===== src/common/aes_pkg.sv =====
// shared AES-128 sizes, FSM codes, block types and GF(2^8) helpers, pulled in with aes_pkg::*
`default_nettype none

package aes_pkg;

  // ====================
  // sizes and encodings
  // ====================

  // fixed by the AES-128 standard
  localparam int unsigned aes_num_rounds = 10;
  // request buffer entries
  localparam int unsigned aes_fifo_depth = 4;

  // mode bit values
  localparam logic mode_encrypt = 1'b1;
  localparam logic mode_decrypt = 1'b0;

  // cipher core FSM codes
  localparam logic [1:0] st_idle      = 2'd0;
  localparam logic [1:0] st_expanding = 2'd1;
  localparam logic [1:0] st_running   = 2'd2;
  localparam logic [1:0] st_holding   = 2'd3;

  // ====================
  // block and port types
  // ====================

  // AES byte 0 sits in the top byte, so AES byte i is bytes[15-i]
  // and AES column c is cols[3-c]
  typedef union packed {
    logic [15:0][7:0] bytes;
    logic [3:0][31:0] cols;
  } aes_block_u;

  typedef struct packed {
    logic       mode;
    aes_block_u data;
    logic [127:0] key;
  } aes_req_t;

  typedef struct packed {
    logic       mode;
    aes_block_u data;
  } aes_resp_t;

  // ====================
  // field arithmetic
  // ====================

  // multiply by x modulo the AES polynomial
  function automatic logic [7:0] aes_xtime(input logic [7:0] a);
    return {a[6:0], 1'b0} ^ (a[7] ? 8'h1b : 8'h00);
  endfunction

  // shift-and-add multiply
  function automatic logic [7:0] aes_gf_mul(input logic [7:0] a, input logic [7:0] b);
    logic [7:0] p;
    logic [7:0] t;
    p = 8'h00;
    t = a;
    for (int i = 0; i < 8; i++) begin
      if (b[i]) begin
        p = p ^ t;
      end
      t = aes_xtime(t);
    end
    return p;
  endfunction

  // inverse as b^254, zero maps to zero on its own
  function automatic logic [7:0] aes_gf_inv(input logic [7:0] b);
    logic [7:0] r;
    r = b;
    // walks b^3, b^7 ... up to b^127
    for (int i = 0; i < 6; i++) begin
      r = aes_gf_mul(aes_gf_mul(r, r), b);
    end
    return aes_gf_mul(r, r);
  endfunction

  function automatic logic [7:0] aes_rotl8(input logic [7:0] b, input int n);
    logic [15:0] t;
    t = {b, b} << n;
    return t[15:8];
  endfunction

  // inverse then affine map
  function automatic logic [7:0] aes_sbox(input logic [7:0] b);
    logic [7:0] v;
    v = aes_gf_inv(b);
    return v ^ aes_rotl8(v, 1) ^ aes_rotl8(v, 2) ^ aes_rotl8(v, 3) ^ aes_rotl8(v, 4) ^ 8'h63;
  endfunction

  // undo the affine map then invert
  function automatic logic [7:0] aes_inv_sbox(input logic [7:0] s);
    logic [7:0] v;
    v = aes_rotl8(s, 1) ^ aes_rotl8(s, 3) ^ aes_rotl8(s, 6) ^ 8'h05;
    return aes_gf_inv(v);
  endfunction

  // one column, top byte is row 0
  function automatic logic [31:0] aes_mix_col(input logic [31:0] c);
    logic [7:0] a0, a1, a2, a3;
    {a0, a1, a2, a3} = c;
    return {aes_xtime(a0) ^ aes_xtime(a1) ^ a1 ^ a2 ^ a3,
            a0 ^ aes_xtime(a1) ^ aes_xtime(a2) ^ a2 ^ a3,
            a0 ^ a1 ^ aes_xtime(a2) ^ aes_xtime(a3) ^ a3,
            aes_xtime(a0) ^ a0 ^ a1 ^ a2 ^ aes_xtime(a3)};
  endfunction

  // coefficients 0e 0b 0d 09, rotated per row
  function automatic logic [31:0] aes_inv_mix_col(input logic [31:0] c);
    logic [7:0] a0, a1, a2, a3;
    {a0, a1, a2, a3} = c;
    return {aes_gf_mul(a0, 8'h0e) ^ aes_gf_mul(a1, 8'h0b) ^
            aes_gf_mul(a2, 8'h0d) ^ aes_gf_mul(a3, 8'h09),
            aes_gf_mul(a0, 8'h09) ^ aes_gf_mul(a1, 8'h0e) ^
            aes_gf_mul(a2, 8'h0b) ^ aes_gf_mul(a3, 8'h0d),
            aes_gf_mul(a0, 8'h0d) ^ aes_gf_mul(a1, 8'h09) ^
            aes_gf_mul(a2, 8'h0e) ^ aes_gf_mul(a3, 8'h0b),
            aes_gf_mul(a0, 8'h0b) ^ aes_gf_mul(a1, 8'h0d) ^
            aes_gf_mul(a2, 8'h09) ^ aes_gf_mul(a3, 8'h0e)};
  endfunction

endpackage

`default_nettype wire


===== src/aes_req_fifo.sv =====
// four-entry request queue between the caller's valid/ready port and the cipher core
`default_nettype none

module aes_req_fifo import aes_pkg::*; (
  input  logic     clk_in,
  input  logic     rst_in,
  input  logic     in_valid,
  output logic     in_ready,
  input  aes_req_t in_req,
  output logic     out_valid,
  input  logic     out_ready,
  output aes_req_t out_req
);

  // request storage
  aes_req_t mem [aes_fifo_depth];

  logic [$clog2(aes_fifo_depth)-1:0] wr_ptr;
  logic [$clog2(aes_fifo_depth)-1:0] rd_ptr;
  // one extra bit so full is distinct from empty
  logic [$clog2(aes_fifo_depth):0]   count;

  logic push;
  logic pop;

  assign in_ready  = (count != aes_fifo_depth);
  assign out_valid = (count != 0);
  assign out_req   = mem[rd_ptr];

  assign push = in_valid & in_ready;
  assign pop  = out_valid & out_ready;

  always_ff @(posedge clk_in) begin
    if (push) begin
      mem[wr_ptr] <= in_req;
    end
  end

  // pointers wrap on their own since the depth is a power of two
  always_ff @(posedge clk_in) begin
    if (rst_in) begin
      wr_ptr <= '0;
      rd_ptr <= '0;
      count  <= '0;
    end else begin
      if (push) begin
        wr_ptr <= wr_ptr + 1'b1;
      end
      if (pop) begin
        rd_ptr <= rd_ptr + 1'b1;
      end
      // simultaneous push and pop leaves count alone
      if (push && !pop) begin
        count <= count + 1'b1;
      end else if (pop && !push) begin
        count <= count - 1'b1;
      end
    end
  end

endmodule

`default_nettype wire


===== config.mk =====
export PLATFORM = sky130hd
export DESIGN_NAME = aes_req_fifo
export DESIGN_NICKNAME = d
export VERILOG_FILES = /design/src/common/aes_pkg.sv /design/src/aes_req_fifo.sv
export SDC_FILE = /design/constraint.sdc
export NUM_CORES = 1
export LEC_CHECK = 0
export ABC_AREA = 1
export BUFFER_PORTS_ARGS = -buffer_cell sky130_fd_sc_hd__buf_2
export CORE_ASPECT_RATIO = 0.5
export CORE_MARGIN = 8
export CORE_UTILIZATION = 30
export DETAILED_ROUTE_END_ITERATION = 7
export HOLD_SLACK_MARGIN = 0.03
export SETUP_SLACK_MARGIN = 0.02
export SLEW_MARGIN = 15
export SYNTH_ARGS = -nofsm -noshare
export SYNTH_HDL_FRONTEND = slang
export SYNTH_SLANG_ARGS = --single-unit

===== constraint.sdc =====
create_clock -name clk_in -period 22.6 [get_ports clk_in]
set_clock_uncertainty 0.2 [all_clocks]
set_input_delay 0 -clock clk_in [delete_from_list [all_inputs] [get_ports clk_in]]
set_output_delay 0 -clock clk_in [all_outputs]
set_load 0.005 [all_outputs]

==> results.json, run 1 <==
{
  "die_h_um": 269,
  "grt.overflow.total": 0,
  "setup_viol": 0,
  "slowest_delay_ns": 0.94,
  "dr.pass1.iters": 5,
  "fin_crit_sh_pct": 22.0,
  "grt_max_degree": 291,
  "cts_setup_buffers": 0,
  "setup_tns_ns": 0,
  "layout.nets": 3812,
  "vdd.ir_drop.worst_v": 0.0000640,
  "final_hold_viol_count": 0,
  "boundaryPins": 520,
  "hpwl_um": 59700,
  "cts.sinks": 1037,
  "rows": 92,
  "r2r_setup_slack_ns": 19.16,
  "root_buffer": "clkbuf_16",
  "dp.cells": 4618,
  "ctsHoldBuffers": 522,
  "critPathMaxFanout": 106,
  "netlist.area_leader.share_pct": 80.5,
  "synth-xor-area-share_pct": 0.0228,
  "yosysTopAreaCell": "edfxtp_1",
  "ctsResizeCount": 0,
  "cts_buffers": 95,
  "criticalPathCategory": "flop to primary output",
  "crit_chain": "buf_4, buf_4, buf_4, o21ai_0, o22ai_1, buf_2",
  "wire_per_inst_um": 19.9,
  "grt_usage_pct": 14.3,
  "finalWirelength_um": 106000,
  "final_common_cell": "edfxtp_1",
  "synth-simple-area-share_pct": 5.39,
  "area_growth_pct": 32.5,
  "clk_latency_ns": 0.69,
  "timing_worst_slew_pin_value_ns": 1.26,
  "synth.area.top_cells": "edfxtp_1, nor2_1, o22ai_1",
  "port_buffers": 519,
  "die-area_sq_um": 140000,
  "grt_pass1_vias": 25763,
  "slew_headroom_pct": 16.1,
  "antenna_found_initial": 21,
  "endpoint_kind": "primary output",
  "syn_nets": 2819,
  "yosysWarnings": 0,
  "synth_seq_area_share_pct": 81.0,
  "drv_cap": 0,
  "clk_path_buf_depth": 3,
  "drt_iter0_drc": 1889,
  "synthMuxAreaShare_pct": 0,
  "min_period_ns": 4.98,
  "syn_area_per_cell_sq_um": 15.0,
  "cp-start-kind": "flop",
  "synth_top_family_by_area": "compound AO/OA/AOI/OAI gates",
  "vias_per_cell": 4.74,
  "arrival_ns": 4.78,
  "synthAdderAreaFrac_pct": 0.215,
  "min_path_type": "input pin to flop",
  "ant_nets": 0,
  "gp_congestion": 0.785,
  "rsz0062_at_grt": "false",
  "h-tree-depth": 3,
  "outcome": "finished, final reports clean",
  "ys_types": 22,
  "fp.dieW_um": 522,
  "coreArea_sq_um": 126000,
  "report.final.slew_viol_count": 0,
  "drive_gt1_share_pct": 18.9,
  "instances_no_fill": 5332,
  "cts_tree": "done",
  "path_clk_slew_ns": 0.06,
  "ys_seq_elements": 1037,
  "crit_top_cell": "buf_4",
  "clock.fmax_mhz": 201,
  "required_ns": 22.40,
  "syn_area_sq_um": 38300,
  "initial_core_util_pct": 30.3,
  "leakage_uw": 0.0176,
  "synth-compound-area-share_pct": 11.0,
  "syn-instance-count": 2552,
  "vias": 25260,
  "drc": 0,
  "layout_common_cells": "edfxtp_1, nor2_1, dlygate4sd3_1",
  "power.density_nw_per_um2": 103,
  "grt_pass1_wl_um": 156000,
  "critPathSlowestCell": "buf_4"
}
## final timing paths
kind,from,endpoint,depth (start not counted)
worst min-delay path,out_ready,flop,5
worst max-delay path,flop,out_req[151],6
worst min register to register,rd_ptr[1],flop,2
worst max register to register,count[0],mem[3][132],6
## final cells by class
| class | instances | area, sq um |
|---|---|---|
| Fill cell | 11603 | 75600 |
| Inverter | 16 | 83.8 |
| Sequential cell | 1037 | 31100 |
| Antenna cell | 22 | 55.1 |
| Clock inverter | 58 | 594 |
| Tap cell | 1692 | 2120 |
| Timing Repair Buffer | 1065 | 8070 |
| Clock buffer | 112 | 2440 |
| Multi-Input combinational cell | 1330 | 6390 |
## cells in the mapped netlist, drive strengths merged
| cell | instances |
|---|---|
| nor2 | 528 |
| nand3 | 4 |
| inv | 16 |
| a21oi | 3 |
| ha | 5 |
| clkbuf | 53 |
| fa | 1 |
| nand3b | 1 |
| edfxtp | 1028 |
| dfxtp | 9 |
| o21ai | 515 |
| o22ai | 257 |
| xor2 | 1 |
| nand2 | 15 |
| buf | 116 |
## routing by layer
metal,up-vias,share of wire (%),global-route usage [%]
met1,12654,37,15.8
met5,-,0.0075,0
met3,253,4.0,2.57
met2,625,53,26.4
met4,2,5.4,7.74
li1,11726,-,-
## flip-flops by register name, summed over array words and instances (netlist names), named ones only
signal	cells
mem	1028
count	3
rd_ptr	2
wr_ptr	2
## through the flow
step                util (%)  power (uW)  hold slack, ns  setup slack (ns)  instance area (sq um)
CTS                     40.2        5280          0.0439             17.60                  50700
global placement        33.6        3600         0.00922             18.48                  42500
floorplan                  -        3130          -0.131             10.19                  38300
global route            40.2        5450           0.101             17.19                  50800
finish                  40.2        5220          0.0939             17.62                  50800
detailed placement      33.6        3620          0.0150             18.37                  42500
## logic make-up (layout without fill, tap and decap cells)
| logic type | Yosys count | after routing |
|---|---|---|
| fa+ha+maj | 6 | 6 |
| compound gates | 775 | 775 |
| other cells | 0 | 22 |
| flops | 1037 | 1037 |
| simple gates | 548 | 548 |
| xor+xnor | 1 | 1 |
| buf+inv | 185 | 1251 |
## critical path: cells and delay by family, from the launching register on
| kind | cells | cell delay [ns] |
|---|---|---|
| flops | 1 | 0.68 |
| compound gates | 2 | 0.49 |
| buf+inv | 4 | 2.60 |
## report_power, final
part	total [uW]	internal (uW)	leakage [uW]	switching [uW]
Sequential	2390	2340	0.00949	55.4
Clock	1580	852	0.00147	725
Combinational	1250	424	0.00662	822
(Power assumes the default switching activity.)
==> run 2: changes to the inputs <==
==> constraint.sdc (replaced) <==
create_clock -name clk_in -period 4.4 [get_ports clk_in]
set_clock_uncertainty 0.2 [all_clocks]
set_input_delay 0 -clock clk_in [delete_from_list [all_inputs] [get_ports clk_in]]
set_output_delay 0 -clock clk_in [all_outputs]
set_load 0.005 [all_outputs]
==> results.json, run 2 (synthesis gave the netlist of run 1 again) <==
{
  "outcome": "finished, final reports clean",
  "final_hold_viol_count": 0,
  "gp_congestion": 0.771,
  "cts_buffers": 92,
  "grtUsageMet1_pct": 15.8,
  "rsz0062_at_grt": "false",
  "cts_setup_buffers": 0,
  "cts_tree": "done",
  "critPathMaxFanout": 190,
  "boundaryPins": 520,
  "whs_ns": 0.0634,
  "path_clk_slew_ns": 0.06,
  "initial_core_util_pct": 30.3,
  "place_ws_ns": 1.66,
  "required_ns": 4.20,
  "root_buffer": "clkbuf_16",
  "min_path_type": "input pin to flop",
  "rows": 92,
  "h-tree-depth": 3,
  "grt_max_degree": 256,
  "fp.dieW_um": 522,
  "drv_cap": 0,
  "crit_chain": "buf_12, o21ai_0, o22ai_1, buf_2",
  "clk_path_buf_depth": 3,
  "cp-start-kind": "flop",
  "finalWirelength_um": 105000,
  "timing.final.ws_setup_ns": 1.06,
  "setup_viol": 0,
  "grt_usage_pct": 14.2,
  "vdd.ir_drop.worst_v": 0.000464,
  "largest_reg_flops": 1028,
  "layout_common_cells": "edfxtp_1, nor2_1, dlygate4sd3_1",
  "arrival_ns": 3.14,
  "power.density_nw_per_um2": 527,
  "wire_per_inst_um": 19.7,
  "vias": 25199,
  "antenna_found_initial": 15,
  "slowest_delay_ns": 0.79,
  "top_usage_layer": "met2",
  "die_h_um": 269,
  "coreArea_sq_um": 126000,
  "critPathSlowestCell": "dfxtp_4",
  "clock.fmax_mhz": 300,
  "leakage_uw": 0.0176,
  "drt_iter0_drc": 1756,
  "instances_no_fill": 5326,
  "vias_per_cell": 4.73,
  "hpwl_um": 60700,
  "final_common_cell": "edfxtp_1",
  "ctsHoldBuffers": 521,
  "met3_usage_pct": 2.27,
  "drive_gt1_share_pct": 19.1,
  "endpoint_kind": "primary output",
  "clk_latency_ns": 0.68,
  "dp.cells": 4625,
  "fin_crit_sh_pct": 75.8,
  "criticalPathCategory": "flop to primary output",
  "setup_tns_ns": 0,
  "ctsResizeCount": 0,
  "drc": 0,
  "grt_pass1_vias": 25531,
  "ant_nets": 0,
  "die-area_sq_um": 140000,
  "postLayoutCoreUtil_pct": 40.2,
  "slew_headroom_pct": 16.5,
  "layout.nets": 3815,
  "report.final.slew_viol_count": 0,
  "grt.overflow.total": 0,
  "gr-usage-met2_pct": 26.3,
  "port_buffers": 519,
  "area_growth_pct": 32.6,
  "top_register": "mem",
  "reg.largest.list": "mem x1028, count x3",
  "timing_worst_slew_pin_value_ns": 1.25,
  "cts.sinks": 1037,
  "dr.pass1.iters": 5,
  "grt_pass1_wl_um": 154000,
  "min_period_ns": 3.34
}
run 2: stage by stage:
| stage | instance area (sq um) | power, uW |
|---|---|---|
| after floorplan | 38400 | 15800 |
| after global routing | 50800 | 28000 |
| after CTS | 50800 | 27100 |
| final | 50900 | 26800 |
| after global placement | 42700 | 18600 |
| after detailed placement | 42700 | 18700 |
run 2: worst paths after layout:
check	startpoint	to	slack [ns]	cells after the start
worst min-delay path	in_valid	wr_ptr[0]	0.06	5
worst max register to register	count[0]	mem[1][23]	1.88	5
worst max-delay path	flop	out_req[128]	1.06	4
worst min register to register	count[1]	count[1]	0.33	2
run 2: worst max-delay path: cells and delay by family (launching register included):
family / cells / cell delay, ns
flops: 1 / 0.79
buf+inv: 2 / 0.83
compound gates: 2 / 0.67
run 2: layer usage:
metal | vias up | wire (um)
li1 | 11720 | -
met1 | 12648 | 39100
met2 | 605 | 56200
met3 | 226 | 3880
met4 | 0 | 5730
met5 | - | 0
run 2: power breakdown:
group | internal (uW) | total (uW) | switching (uW)
Clock | 4360 | 8030 | 3670
Sequential | 12000 | 12300 | 299
Combinational | 2230 | 6450 | 4220
Total | 18600 | 26800 | 8190
run 2: cell type report:
cell class	instances	area, sq um
timing repair buffer	1071	8210
tap	1692	2120
sequential	1037	31100
clock buffer	108	2360
multi-input combinational	1330	6400
clock inverter	59	591
inverter	16	83.8
antenna	13	32.5
fill	11636	75500
